**config.mk**
```make
export PLATFORM = sky130hd
export DESIGN_NAME = pingpong_top
export DESIGN_NICKNAME = d
export VERILOG_FILES = /design/src/pingpong_pkg.sv /design/src/pingpong_regs.sv /design/src/button_conditioner.sv /design/src/tick_gen.sv /design/src/pingpong_counter.sv /design/src/display_driver.sv /design/src/pingpong_top.sv
export SDC_FILE = /design/constraint.sdc
export NUM_CORES = 1
export LEC_CHECK = 0
export BUFFER_PORTS_ARGS = -buffer_cell sky130_fd_sc_hd__clkbuf_2
export CELL_PAD_IN_SITES_DETAIL_PLACEMENT = 0
export CELL_PAD_IN_SITES_GLOBAL_PLACEMENT = 1
export CORE_MARGIN = 4
export CORE_UTILIZATION = 37
export CTS_BUF_LIST = sky130_fd_sc_hd__clkbuf_2 sky130_fd_sc_hd__clkbuf_4 sky130_fd_sc_hd__clkbuf_8
export DETAILED_ROUTE_END_ITERATION = 16
export GPL_ROUTABILITY_DRIVEN = 0
export PLACE_DENSITY_LB_ADDON = 0.25
export SYNTH_ARGS = -nofsm -noshare
export SYNTH_HDL_FRONTEND = slang
export SYNTH_SLANG_ARGS = --single-unit
```
**constraint.sdc**
```tcl
create_clock -name clk -period 3.8 [get_ports clk]
set_clock_uncertainty 0.1 [all_clocks]
set_input_delay 0.76 -clock clk [delete_from_list [all_inputs] [get_ports clk]]
set_output_delay 0.76 -clock clk [all_outputs]
set_load 0.005 [all_outputs]
```
**src/pingpong_pkg.sv**
```systemverilog
package pingpong_pkg;

    localparam int COUNT_W      = 4;
    localparam int STEP_DIV     = 16;              // clk cycles per step
    localparam int SCAN_DIV     = 4;               // clk cycles per digit
    localparam int STEP_CNT_W   = $clog2(STEP_DIV);
    localparam int SCAN_CNT_W   = $clog2(SCAN_DIV);
    localparam int DEBOUNCE_LEN = 4;               // Stable samples for a press

    localparam logic [3:0] ADDR_CTRL   = 4'h0;
    localparam logic [3:0] ADDR_LIMITS = 4'h4;
    localparam logic [3:0] ADDR_STATUS = 4'h8;

    typedef enum logic {
        DIR_DOWN = 1'b0,
        DIR_UP   = 1'b1
    } dir_e;

    typedef enum logic [3:0] {
        GLYPH_0, GLYPH_1, GLYPH_2, GLYPH_3, GLYPH_4,
        GLYPH_5, GLYPH_6, GLYPH_7, GLYPH_8, GLYPH_9,
        GLYPH_UP   = 4'd14,
        GLYPH_DOWN = 4'd15
    } glyph_e;

    // Active low, bit 6 is segment a
    localparam logic [6:0] SEG_CODE [0:15] = '{
        7'b0000001,     // 0
        7'b1001111,     // 1
        7'b0010010,
        7'b0000110,
        7'b1001100,
        7'b0100100,     // 5
        7'b0100000,
        7'b0001111,
        7'b0000000,
        7'b0000100,     // 9
        7'b0000001,     // Codes 10 to 13 unused
        7'b0000001,
        7'b0000001,
        7'b0000001,
        7'b0011101,     // Up arrow
        7'b1100011      // Down arrow
    };

endpackage

```
**src/pingpong_regs.sv**
```systemverilog
module pingpong_regs (
    input  logic                                 clk,
    input  logic                                 reset,
    input  logic                                 psel,
    input  logic                                 penable,
    input  logic                                 pwrite,
    input  logic [3:0]                           paddr,
    input  logic [31:0]                          pwdata,
    output logic [31:0]                          prdata,
    output logic                                 pready,
    output logic                                 pslverr,
    input  logic [pingpong_pkg::COUNT_W-1:0]     count,
    input  pingpong_pkg::dir_e                   direction,
    output logic                                 enable,
    output logic [pingpong_pkg::COUNT_W-1:0]     max,
    output logic [pingpong_pkg::COUNT_W-1:0]     min
);

    logic sel_ctrl;
    logic sel_limits;
    logic sel_status;
    logic addr_ok;
    logic access;
    logic wr_access;
    logic rd_access;

    assign sel_ctrl   = (paddr == pingpong_pkg::ADDR_CTRL);
    assign sel_limits = (paddr == pingpong_pkg::ADDR_LIMITS);
    assign sel_status = (paddr == pingpong_pkg::ADDR_STATUS);
    assign addr_ok    = sel_ctrl | sel_limits | sel_status;

    assign access    = psel & penable;              // Zero wait, one access cycle
    assign wr_access = access & pwrite;
    assign rd_access = access & ~pwrite;

    assign pready  = 1'b1;
    assign pslverr = access & (~addr_ok | (pwrite & sel_status));

    always_ff @(posedge clk or posedge reset) begin
        if (reset) begin
            enable <= 1'b0;
            min    <= '0;
            max    <= pingpong_pkg::COUNT_W'(9);
        end else if (wr_access) begin
            if (sel_ctrl) begin
                enable <= pwdata[0];
            end
            if (sel_limits) begin
                min <= pwdata[3:0];
                max <= pwdata[7:4];
            end
        end
    end

    // Read mux, STATUS is sampled live from the counter
    always_comb begin
        prdata = '0;
        if (rd_access) begin
            if (sel_ctrl) begin
                prdata[0] = enable;
            end else if (sel_limits) begin
                prdata[3:0] = min;
                prdata[7:4] = max;
            end else if (sel_status) begin
                prdata[3:0] = count;
                prdata[4]   = direction;
            end
        end
    end

endmodule

```
**src/button_conditioner.sv**
```systemverilog
module button_conditioner (
    input  logic clk,
    input  logic reset,
    input  logic button,
    input  logic step_tick,
    output logic request
);

    logic [pingpong_pkg::DEBOUNCE_LEN-1:0] samples;
    logic                                  accepted;
    logic                                  accepted_d;
    logic                                  press;

    // Button is accepted once every stage has seen it high
    always_ff @(posedge clk or posedge reset) begin
        if (reset) begin
            samples <= '0;
        end else begin
            samples <= {samples[pingpong_pkg::DEBOUNCE_LEN-2:0], button};
        end
    end

    assign accepted = &samples;

    always_ff @(posedge clk or posedge reset) begin
        if (reset) begin
            accepted_d <= 1'b0;
        end else begin
            accepted_d <= accepted;
        end
    end

    assign press = accepted & ~accepted_d;      // One cycle per press

    // Held until the step tick picks it up; a fresh press wins over the clear
    always_ff @(posedge clk or posedge reset) begin
        if (reset) begin
            request <= 1'b0;
        end else if (press) begin
            request <= 1'b1;
        end else if (step_tick) begin
            request <= 1'b0;
        end
    end

endmodule

```
**src/tick_gen.sv**
```systemverilog
module tick_gen (
    input  logic clk,
    input  logic reset,
    output logic step_tick,
    output logic scan_tick
);

    logic [pingpong_pkg::STEP_CNT_W-1:0] step_cnt;
    logic [pingpong_pkg::SCAN_CNT_W-1:0] scan_cnt;

    always_ff @(posedge clk or posedge reset) begin
        if (reset) begin
            step_cnt  <= '0;
            step_tick <= 1'b0;
        end else if (step_cnt == pingpong_pkg::STEP_CNT_W'(pingpong_pkg::STEP_DIV - 1)) begin
            step_cnt  <= '0;
            step_tick <= 1'b1;                  // Pulse on wrap
        end else begin
            step_cnt  <= step_cnt + 1'b1;
            step_tick <= 1'b0;
        end
    end

    always_ff @(posedge clk or posedge reset) begin
        if (reset) begin
            scan_cnt  <= '0;
            scan_tick <= 1'b0;
        end else if (scan_cnt == pingpong_pkg::SCAN_CNT_W'(pingpong_pkg::SCAN_DIV - 1)) begin
            scan_cnt  <= '0;
            scan_tick <= 1'b1;
        end else begin
            scan_cnt  <= scan_cnt + 1'b1;
            scan_tick <= 1'b0;
        end
    end

endmodule

```
**src/pingpong_counter.sv**
```systemverilog
module pingpong_counter (
    input  logic                                 clk,
    input  logic                                 reset,
    input  logic                                 step_tick,
    input  logic                                 enable,
    input  logic                                 flip_req,
    input  logic                                 restart_req,
    input  logic [pingpong_pkg::COUNT_W-1:0]     max,
    input  logic [pingpong_pkg::COUNT_W-1:0]     min,
    output logic [pingpong_pkg::COUNT_W-1:0]     count,
    output pingpong_pkg::dir_e                   direction
);

    pingpong_pkg::dir_e next_dir;
    logic               limits_ok;
    logic               in_range;
    logic               can_step;

    // Limits force the turnaround, flip only matters in between
    always_comb begin
        if (count == min) begin
            next_dir = pingpong_pkg::DIR_UP;
        end else if (count == max) begin
            next_dir = pingpong_pkg::DIR_DOWN;
        end else if (flip_req) begin
            next_dir = (direction == pingpong_pkg::DIR_UP) ? pingpong_pkg::DIR_DOWN
                                                           : pingpong_pkg::DIR_UP;
        end else begin
            next_dir = direction;
        end
    end

    assign limits_ok = (min < max);
    assign in_range  = (count >= min) && (count <= max);
    assign can_step  = enable && limits_ok && in_range;

    always_ff @(posedge clk or posedge reset) begin
        if (reset) begin
            count     <= '0;
            direction <= pingpong_pkg::DIR_UP;
        end else if (step_tick) begin
            if (restart_req) begin
                count     <= min;               // Restart ignores enable
                direction <= pingpong_pkg::DIR_UP;
            end else if (can_step) begin
                direction <= next_dir;
                if (next_dir == pingpong_pkg::DIR_UP) begin
                    count <= count + 1'b1;
                end else begin
                    count <= count - 1'b1;
                end
            end
        end
    end

endmodule

```
**src/display_driver.sv**
```systemverilog
module display_driver (
    input  logic                                 clk,
    input  logic                                 reset,
    input  logic                                 scan_tick,
    input  logic [pingpong_pkg::COUNT_W-1:0]     count,
    input  pingpong_pkg::dir_e                   direction,
    output logic [3:0]                           an,
    output logic [6:0]                           seg
);

    pingpong_pkg::glyph_e dir_glyph;
    pingpong_pkg::glyph_e ones_glyph;
    pingpong_pkg::glyph_e tens_glyph;
    pingpong_pkg::glyph_e glyph;

    // One low anode, rotates left each scan tick
    always_ff @(posedge clk or posedge reset) begin
        if (reset) begin
            an <= 4'b1110;
        end else if (scan_tick) begin
            an <= {an[2:0], an[3]};
        end
    end

    assign dir_glyph  = (direction == pingpong_pkg::DIR_UP) ? pingpong_pkg::GLYPH_UP
                                                            : pingpong_pkg::GLYPH_DOWN;
    assign ones_glyph = pingpong_pkg::glyph_e'(count % 4'd10);
    assign tens_glyph = pingpong_pkg::glyph_e'(count / 4'd10);

    always_comb begin
        case (an)
            4'b1110,
            4'b1101: glyph = dir_glyph;         // Two direction digits
            4'b1011: glyph = ones_glyph;
            4'b0111: glyph = tens_glyph;
            default: glyph = pingpong_pkg::GLYPH_0;
        endcase
    end

    assign seg = pingpong_pkg::SEG_CODE[glyph];

endmodule

```
**src/pingpong_top.sv**
```systemverilog
module pingpong_top (
    input  logic                                 clk,
    input  logic                                 reset,
    input  logic                                 psel,
    input  logic                                 penable,
    input  logic                                 pwrite,
    input  logic [3:0]                           paddr,
    input  logic [31:0]                          pwdata,
    output logic [31:0]                          prdata,
    output logic                                 pready,
    output logic                                 pslverr,
    input  logic                                 flip_button,
    input  logic                                 restart_button,
    output logic [pingpong_pkg::COUNT_W-1:0]     led_count,
    output logic                                 led_up,
    output logic [3:0]                           an,
    output logic [6:0]                           seg
);

    logic                                enable;
    logic [pingpong_pkg::COUNT_W-1:0]    max;
    logic [pingpong_pkg::COUNT_W-1:0]    min;
    logic                                step_tick;
    logic                                scan_tick;
    logic                                flip_req;
    logic                                restart_req;
    pingpong_pkg::dir_e                  direction;

    assign led_up = (direction == pingpong_pkg::DIR_UP);

    pingpong_regs i_regs (
        .clk(clk), .reset(reset),
        .psel(psel), .penable(penable), .pwrite(pwrite),
        .paddr(paddr), .pwdata(pwdata), .prdata(prdata),
        .pready(pready), .pslverr(pslverr),
        .count(led_count), .direction(direction),
        .enable(enable), .max(max), .min(min)
    );

    tick_gen i_tick_gen (
        .clk(clk), .reset(reset),
        .step_tick(step_tick), .scan_tick(scan_tick)
    );

    button_conditioner i_flip_btn (
        .clk(clk), .reset(reset), .button(flip_button),
        .step_tick(step_tick), .request(flip_req)
    );

    button_conditioner i_restart_btn (
        .clk(clk), .reset(reset), .button(restart_button),
        .step_tick(step_tick), .request(restart_req)
    );

    pingpong_counter i_counter (
        .clk(clk), .reset(reset), .step_tick(step_tick), .enable(enable),
        .flip_req(flip_req), .restart_req(restart_req),
        .max(max), .min(min), .count(led_count), .direction(direction)
    );

    display_driver i_display (
        .clk(clk), .reset(reset), .scan_tick(scan_tick),
        .count(led_count), .direction(direction), .an(an), .seg(seg)
    );

endmodule

```
# [Word level (Yosys, flattened, before mapping)]
# Memory sizes are Yosys's and may differ from the RTL's.
# Index checks and enable logic that the tools add are counted.
# Widths: inputs -> output; s select.
[classes] addsub=4 n_div=2 n_lt_le_gt_ge=4 n_eq_ne=10 muxes=26 bitwise_logic=15 reduce_logical=13
[ops] op="$mux 7" count=3
[ops] op="$eq 4x4->1 const B" count=5
[ops] op="$mux 4" count=4
[ops] op="$mux 1" count=13
[ops] op="$pmux 4 s3" count=1
[ops] op="$mux 5" count=2
[ops] op="$add 4x1->4 const B" count=2
[ops] op="$eq 4x3->1 const B" count=2
[ops] op="$eq 4x4->1" count=2
[ops] op="$mux 8" count=1
[ops] op="$reduce_and 4->1" count=2
[ops] op="$and 1x1->1" count=7
[ops] op="$reduce_and 2->1" count=3
[ops] op="$reduce_bool 2->1" count=3
[ops] op="$ge 5x5->1 const B" count=1
[ops] op="$not 4->5" count=1
[ops] op="$div 4x4->4 const B" count=1
[ops] op="$ge 4x4->1" count=1
[ops] op="$le 4x4->1" count=1
[ops] op="$logic_not 4->1" count=1
[ops] op="$lt 4x4->1" count=1
[ops] op="$mod 4x4->4 const B" count=1
[ops] op="$not 1->1" count=4
[ops] op="$sub 4x1->4 const B" count=1
[ops] op="other kinds (7)" count=11
[word_totals] ff_bits=38 rom_bits=112 input_bits=43 out_inout_bits=50 elab_cells=91 n_memories=1
[mem_list] name="(no name shown)" words=16 width=7 read_ports=1 rd_clocked_by_memory_dff=0 wr=0 line="display_driver.sv:40" text="assign seg = pingpong_pkg::SEG_CODE[glyph];"

# [Longest topological paths before layout]
# Gate-level depths: netlist (run 1).
[logic_depth] word_depth=7 depth_mapped=11 depth_no_buf=11

# [Hierarchy]
# From an unflattened synthesis (run 1), not the netlist that was laid out.
[hier_totals] cells_unflattened=255 hier_area_um2=2687.6
[modules_own_cells] mod="pingpong_regs" n_inst=1 cells_per_inst=75 area_each_um2=749.5 seq_area_each_um2=227.7
[modules_own_cells] mod="pingpong_counter" n_inst=1 cells_per_inst=73 area_each_um2=694.4 seq_area_each_um2=126.4
[modules_own_cells] mod="display_driver" n_inst=1 cells_per_inst=65 area_each_um2=591.8 seq_area_each_um2=103.8
[modules_own_cells] mod="button_conditioner" n_inst=2 cells_per_inst=11 area_each_um2=181.4 seq_area_each_um2=150.1
[modules_own_cells] mod="tick_gen" n_inst=1 cells_per_inst=20 area_each_um2=289.0 seq_area_each_um2=200.2

# [Worst setup path after synthesis (run 1)]
# No wires, ideal clock.
[synth_timing] path_type="flip-flop to output port" from="reg i_counter.count[1] (netlist name)" to="out seg[2]" arrival_time_ns=1.894 required_time_ns=2.940 path_slack_ns=1.046 path_stages_with_launch=9 path_buffers=1 cell_sequence="dfrtp_1 > clkbuf_1 > inv_1 > ha_1 > a21oi_1 > nand2_1 > o21ai_0 > a21oi_1 > o31a_1"
[synth_between] elab_chain_len=6 elab_cells_between_ends=7 cone_classes="2 x div; 3 x mux; 1 x bitwise; 1 x memory"
[synth_rtl] item="start: declaration" line="pingpong_counter.sv:10" text="output logic [pingpong_pkg::COUNT_W-1:0] count,"
[synth_rtl] item="start signal: assignment" line="pingpong_counter.sv:43" text="count <= min;"
[synth_rtl] item="start signal: assignment" line="pingpong_counter.sv:48" text="count <= count + 1'b1;"
[synth_rtl] item="start signal: assignment" line="pingpong_counter.sv:50" text="count <= count - 1'b1;"
[synth_rtl] item="$div 4x4->4 / $mod 4x4->4 (equally long branches)" line="display_driver.sv:28, display_driver.sv:27"
[synth_rtl] item="$pmux 4 s3 *" line="display_driver.sv:31" text="case (an)"
[synth_rtl] item="$not 4->5 (not written as such) *" line="display_driver.sv:40"
[synth_rtl] item="$mem_v2 16x7 *"
[synth_rtl] item="$mux 7 (not written as such) * (2 in a row)" line="display_driver.sv:40"
[synth_rtl] item="end: declaration" line="pingpong_top.sv:17" text="output logic [6:0] seg"
# Mark *: on every way between the ends. The rest lies on a longest branch, timed or not. The select of a mux whose other input is x is not followed.

# [Worst setup path in the final report (run 1)]
# Same ends and word-level chain as after synthesis.

==> results of run 1 <==
cell families (layout without fill, tap and decap cells):
kind of cell               Yosys count  after routing  synth area share
other                                2             25           0.00312
xor gates and xnor gates             4              4            0.0145
and+or+nand+nor                     70             70             0.151
buffers and inverters               48             69             0.115
DFF                                 38             38             0.398
muxes                               18             18            0.0815
AOI/OAI and AO/OA                   48             48             0.129
adders and majority gates           21             21             0.109
worst min-delay path by stage:
stage | from | endpoint | slack [ns] | cells after the start
detailed placement | i_restart_btn.samples[1]$_DFF_PP0_ | i_restart_btn.samples[2]$_DFF_PP0_ | 0.25 | 0
floorplan | i_flip_btn.samples[1]$_DFF_PP0_ | i_flip_btn.samples[2]$_DFF_PP0_ | 0.25 | 0
global placement | i_flip_btn.samples[2]$_DFF_PP0_ | i_flip_btn.samples[3]$_DFF_PP0_ | 0.25 | 0
finish | i_restart_btn.samples[1]$_DFF_PP0_ | i_restart_btn.samples[2]$_DFF_PP0_ | 0.27 | 0
CTS | i_restart_btn.samples[1]$_DFF_PP0_ | i_restart_btn.samples[2]$_DFF_PP0_ | 0.27 | 0
global route | i_flip_btn.samples[2]$_DFF_PP0_ | i_flip_btn.samples[3]$_DFF_PP0_ | 0.28 | 0
through the flow:
stage,worst slack [ns],total power [mW],hold slack (ns),utilization
after floorplan,1.05,0.680,0.247,-
after global placement,0.699,0.736,0.251,0.410
after detailed placement,0.771,0.738,0.253,0.410
after CTS,0.442,1.03,0.271,0.425
after global routing,0.0690,1.10,0.284,0.425
final,0.446,1.01,0.266,0.425
registers in the layout, indices dropped and copies added, names as in the netlist:
signal / cells
i_restart_btn.accepted_d: 1
i_display.an: 4
i_flip_btn.samples: 4
i_restart_btn.samples: 4
i_flip_btn.request: 1
i_tick_gen.step_cnt: 4
i_restart_btn.request: 1
i_regs.enable: 1
i_regs.min: 4
i_flip_btn.accepted_d: 1
i_tick_gen.scan_tick: 1
i_tick_gen.scan_cnt: 2
i_counter.count: 4
i_counter.direction: 1
i_regs.max: 4
i_tick_gen.step_tick: 1
per-layer routing:
metal,GRT usage,part of all wire
met3,0.0251,0.049
met1,0.184,0.47
met4,0.0330,0.012
met2,0.206,0.47
met5,0,0
layout make-up:
| cell class | count | area, um2 | share of cell area |
|---|---|---|---|
| tap | 77 | 96.3 | 0.0357 |
| clock inverter | 2 | 12.5 | 0.00464 |
| timing repair buffer | 44 | 223 | 0.0826 |
| clock buffer | 6 | 82.6 | 0.0306 |
| multi-input combinational | 186 | 1260 | 0.468 |
| inverter | 17 | 63.8 | 0.0237 |
| sequential | 38 | 958 | 0.355 |
where the power goes:
group          switching, mW  internal, mW  leakage (nW)
clock                  0.139         0.146        0.0472
sequential            0.0525         0.436         0.471
combinational          0.127         0.111         0.815
total                  0.318         0.692          1.33
cells in the mapped netlist, types with 2 or more instances:
cell	count	area share
dfrtp_1	32	0.33
clkbuf_1	4	0.0062
conb_1	2	0.0031
xnor2_1	2	0.0073
a31oi_1	2	0.0052
buf_2	2	0.0042
mux2_2	13	0.061
nand2b_1	5	0.013
o211ai_1	2	0.0062
a22oi_1	5	0.016
nand2_1	11	0.017
buf_4	25	0.078
and4_1	3	0.011
dfstp_2	6	0.065
nor2b_1	4	0.010
a21oi_1	11	0.023
and2_1	2	0.0052
nor3_1	6	0.012
inv_1	17	0.026
xor2_1	2	0.0073
and3_1	5	0.013
mux2i_1	5	0.021
nand3_1	8	0.017
ha_1	21	0.11
o31ai_1	2	0.0062
o21ai_0	13	0.027
o21a_1	3	0.0093
nor2_1	19	0.030
critical path: stages, from the launching register on:
cell	delay [ns]
dfrtp_1	0.59
inv_1	0.15
ha_1	0.31
a21oi_1	0.22
nand2_1	0.22
o21ai_0	0.37
a21oi_1	0.12
o31a_1	0.11
clkbuf_2	0.11
==> summary.md, run 1 <==
| Metric | Value |
|---|---|
| CTS Buf Count | `5` |
| Rel. slew slack | `0.655` |
| Max-Cap Viols | `0` |
| Post-Syn Area | `about 2400 um2` |
| Vias per inst | `just under 5` |
| P per Cell Area | `374 nW/um2` |
| Synth Register Bits | `38` |
| Post-CTS setup buffer count | `0` |
| Largest net degree at the start of global routing | `39` |
| Yosys cell types | `45` |
| DIE AREA | `approximately 7900 um2` |
| CP endpoint kind | `output pin` |
| Most common cell after layout, fill and taps aside | `clkbuf_2` |
| Final setup violation count | `0` |
| Worst hold path type | `reg -> reg` |
| Status | `finished clean` |
| Clock Latency Late Sink | `around 0.29 ns` |
| Initial Utilization | `0.380` |
| # hold bufs at CTS | `0` |
| N_diodes | `0` |
| Die width | `between 80 and 90 um` |
| Post-synth top flop | `dfrtp_1` |
| Io pins | `93` |
| Final slew viol count | `0` |
| Worst r2r src | `i_counter.count[0]$_DFFE_PP0P_` |
| FP Rows | `29` |
| Wire length per cell | `around 13 um` |
| Nets | `approximately 360` |
| Detailed Routing Iterations Pass 1 | `4` |
| Fin crit share | `0.883` |
| Hold Vio Cnt, Final | `0` |
| Register area share after synthesis | `0.398` |
| Async set or reset register ratio after synthesis | `1.00` |
| Die height | `slightly below 90 um` |
| Critical Path RT | `~3 ns` |
| Syn-to-layout area delta | `11.9%` |
| Min Tclk post-route | `about 3.4 ns` |
| Critical path fanouts, max | `11` |
| PortBufs | `43` |
| DP HPWL | `3720 um` |
| DRC violations left | `0` |
| # resized after CTS | `0` |
| CTS tree | `built` |
| Fin area | `roughly 2700 um2` |
| Startpoint Class | `register` |
| First-pass GRT wire length | `between 8000 and 9000 um` |
| R2r setup slk | `around 0.81 ns` |
| Vias in the first global route | `1,701` |
| Clk root buf | `clkbuf_8` |
| Initial antenna violation count | `0` |
| Core Region | `6350 um2` |
| Starting DRT DRC Count | `between 90 and 100` |
| Routed WL | `~4700 um` |
| Unrepaired setup endpoints after global routing | `false` |
| Critical path class | `reg -> out` |
| Number of synthesized flops with an enable pin | `0` |
| Worst-margin pin slew | `0.517 ns` |
| GRT Util Overall | `0.131` |
| Total grt overflow | `0` |
| Share of layout cells above drive strength 1 | `0.249` |
| Worst VDD drop | `268 uV` |
| Total negative setup slack | `0 ns` |
| Final Non-Filler Cells | `370` |
| Critical Path End | `seg[2]` |
| Post-synthesis cell count | `roughly 250` |
| CTS Buffer Depth | `2` |
| Arrival @ worst endpoint | `2.49 ns` |
| Via Count | `1,810` |
| Yosys warns | `0` |
| Fillers | `621` |
| Final ANT Viol Nets | `0` |
| Maximum clock rate | `roughly 0.30 GHz` |
| Worst Setup SP | `i_counter.count[1]$_DFFE_PP0P_` |
| Clock sinks | `38` |
| DP Cell Count | `approximately 360` |
| Reg clk slew, reported paths | `0.08 ns` |
| Most frequent cells in the layout | `clkbuf_2 (43), dfrtp_1 (32), conb_1 (25)` |
| FF-to-FF End | `i_counter.count[3]$_DFFE_PP0P_` |
| Reg2Reg Depth | `8` |
| Post-DP Area | `2600 um2` |
| Leak | `around 1.3 nW` |
| Synth Area per Inst | `9.68 um2` |
| Max H-tree Level | `2` |
Power figures use the tool's default switching activity.
==> run 2: changes to the inputs <==
CORE_UTILIZATION = 36   (was 37)
CTS_BUF_LIST = sky130_fd_sc_hd__clkbuf_16   (was sky130_fd_sc_hd__clkbuf_2 sky130_fd_sc_hd__clkbuf_4 sky130_fd_sc_hd__clkbuf_8)
SLEW_MARGIN = 15   (was default)
==> run 2 against run 1 <==
Sequential share of layout area fell by 0.54 points. Die area up 2.5%. Sequential cell count did not move. First-iteration DRC count decreased by 26%. Worst hold slack worse by 0.0055 ns. Final area up 1.5%. Register-to-register slack about the same.
==> summary.md, run 2 (synthesized netlist as in run 1, its figures left out) <==
| Metric | Value |
|---|---|
| Status | `finished clean (unchanged)` |
| Top sig layer | `met4 (unchanged)` |
| Max-Cap Viols | `0 (unchanged)` |
| PortBufs | `43 (unchanged)` |
| Wire length per cell | `12.9 um (was 12.8 um)` |
| Final slew viol count | `0 (unchanged)` |
| DP HPWL | `3790 um (was 3720 um)` |
| WL met1 | `2200 um (was 2210 um)` |
| Total grt overflow | `0 (unchanged)` |
| Clock sinks | `38 (unchanged)` |
| Worst hold path type | `reg -> reg (unchanged)` |
| Reg2Reg Depth | `8 (unchanged)` |
| Most frequent cells in the layout | `clkbuf_2 (43), dfrtp_1 (32), conb_1 (25) (unchanged)` |
| Clk root buf | `clkbuf_16 (was clkbuf_8)` |
| Io pins | `93 (unchanged)` |
| Leak | `1.35 nW (was 1.33 nW)` |
| Worst VDD drop | `317 uV (was 268 uV)` |
| Final Power | `1.10 mW (was 1.01 mW)` |
| Reg clk slew, reported paths | `0.05 ns (was 0.08 ns)` |
| CTS Buffer Depth | `2 (unchanged)` |
| FF-to-FF End | `i_counter.count[3]$_DFFE_PP0P_ (unchanged)` |
| # resized after CTS | `0 (unchanged)` |
| DRC violations left | `0 (unchanged)` |
| CTS tree | `built (unchanged)` |
| Share of layout cells above drive strength 1 | `0.239 (was 0.249)` |
| Post-CTS setup buffer count | `0 (unchanged)` |
| Syn-to-layout area delta | `13.7% (was 11.9%)` |
| Initial Utilization | `0.375 (was 0.380)` |
| Met2 wire length | `2290 um (was 2240 um)` |
| N_diodes | `0 (unchanged)` |
| CP endpoint kind | `output pin (unchanged)` |
| Critical path fanouts, max | `11 (unchanged)` |
| Max H-tree Level | `2 (unchanged)` |
| Most common cell after layout, fill and taps aside | `clkbuf_2 (unchanged)` |
| Delay of the slowest critical-path stage | `0.58 ns (was 0.59 ns)` |
| Worst Setup SP | `i_counter.count[1]$_DFFE_PP0P_ (unchanged)` |
| Via Count | `1,838 (was 1,810)` |
| Final setup violation count | `0 (unchanged)` |
| # hold bufs at CTS | `0 (unchanged)` |
| DIE AREA | `8070 um2 (was 7870 um2)` |
| Vias per inst | `4.97 (was 4.89)` |
| Arrival @ worst endpoint | `2.46 ns (was 2.49 ns)` |
| Vias in the first global route | `1,715 (was 1,701)` |
| Die width | `89.8 um (was 88.7 um)` |
| Starting DRT DRC Count | `70 (was 94)` |
| GRT Util Overall | `0.123 (was 0.131)` |
| P per Cell Area | `402 nW/um2 (was 374 nW/um2)` |
| Unrepaired setup endpoints after global routing | `false (unchanged)` |
| Rel. slew slack | `0.648 (was 0.655)` |
| Routed WL | `4780 um (was 4730 um)` |
| Die height | `89.8 um (was 88.7 um)` |
| Largest net degree at the start of global routing | `39 (unchanged)` |
| Maximum clock rate | `0.301 GHz (was 0.298 GHz)` |
| Initial antenna violation count | `0 (unchanged)` |
| Nets | `356 (unchanged)` |
| Critical Path RT | `2.94 ns (about the same)` |
| Hold Path Stages | `0 (unchanged)` |
| FP Rows | `29 (unchanged)` |
| Fin crit share | `0.874 (was 0.883)` |
| CP max-delay cell | `dfrtp_1 (unchanged)` |
| Worst path cell trace | `inv_1, ha_1, a21oi_1, nand2_1, o21ai_0, a21oi_1, o31a_1, clkbuf_2 (unchanged)` |
| Critical Path End | `seg[2] (unchanged)` |
| CTS Buf Count | `5 (unchanged)` |
| Core Region | `6420 um2 (was 6350 um2)` |
| Min Tclk post-route | `3.32 ns (was 3.35 ns)` |
| Worst-margin pin slew | `0.526 ns (was 0.517 ns)` |
| Startpoint Class | `register (unchanged)` |
| Total negative setup slack | `0 ns (unchanged)` |
| Worst r2r src | `i_counter.count[0]$_DFFE_PP0P_ (unchanged)` |
| Cell repeated most along the worst path | `a21oi_1 (unchanged)` |
| R2r setup slk | `0.81 ns (about the same)` |
| Final ANT Viol Nets | `0 (unchanged)` |
| WL met3 | `228 um (was 232 um)` |
| First-pass GRT wire length | `8300 um (was 8080 um)` |
| Detailed Routing Iterations Pass 1 | `4 (unchanged)` |
| Hold Vio Cnt, Final | `0 (unchanged)` |
| Clock Latency Late Sink | `0.27 ns (was 0.29 ns)` |
| Critical path class | `reg -> out (unchanged)` |
[run 2: per-layer routing]
metal,up-vias,GRT usage
met1,869,0.163
li1,917,-
met5,-,0
met4,0,0.0409
met2,46,0.204
met3,6,0.0234
[run 2: final cells by class]
type,instances,area [um2]
Tap cell,77,96.3
Clock buffer,5,125
Fill cell,640,3680
Sequential cell,38,958
Multi-Input combinational cell,186,1260
Clock inverter,3,11.3
Inverter,17,63.8
Timing Repair Buffer,44,223
[run 2: worst min-delay path by stage]
stage                                                    end                               start  slack, ns
after CTS                    i_flip_btn.samples[3]$_DFF_PP0_     i_flip_btn.samples[2]$_DFF_PP0_       0.27
after floorplan              i_flip_btn.samples[2]$_DFF_PP0_     i_flip_btn.samples[1]$_DFF_PP0_       0.25
after global routing      i_restart_btn.samples[2]$_DFF_PP0_  i_restart_btn.samples[1]$_DFF_PP0_       0.27
after detailed placement     i_flip_btn.samples[2]$_DFF_PP0_     i_flip_btn.samples[1]$_DFF_PP0_       0.26
final                        i_flip_btn.samples[3]$_DFF_PP0_     i_flip_btn.samples[2]$_DFF_PP0_       0.26
after global placement    i_restart_btn.samples[2]$_DFF_PP0_  i_restart_btn.samples[1]$_DFF_PP0_       0.25
[run 2: stage by stage]
step / instance area (um2) / cells / util / hold slack [ns] / setup WS (ns)
after detailed placement: 2600 / 362 / 0.405 / 0.256 / 0.774
after global routing: 2740 / 370 / 0.426 / 0.274 / 0.145
after floorplan: 2500 / 272 / - / 0.247 / 1.05
final: 2740 / 370 / 0.426 / 0.260 / 0.478
after CTS: 2740 / 370 / 0.426 / 0.266 / 0.460
after global placement: 2600 / 362 / 0.405 / 0.251 / 0.718
[run 2: critical path, delay by kind of cell (launching register included)]
kind	cells	cell delay, ns
AOI/OAI and AO/OA	4	0.82
DFF	1	0.58
and+or+nand+nor	1	0.23
buffers and inverters	2	0.26
adders and majority gates	1	0.31
[run 2: power breakdown]
| part | switching (mW) | internal [mW] |
|---|---|---|
| clock | 0.140 | 0.235 |
| sequential | 0.0520 | 0.437 |
| combinational | 0.127 | 0.111 |
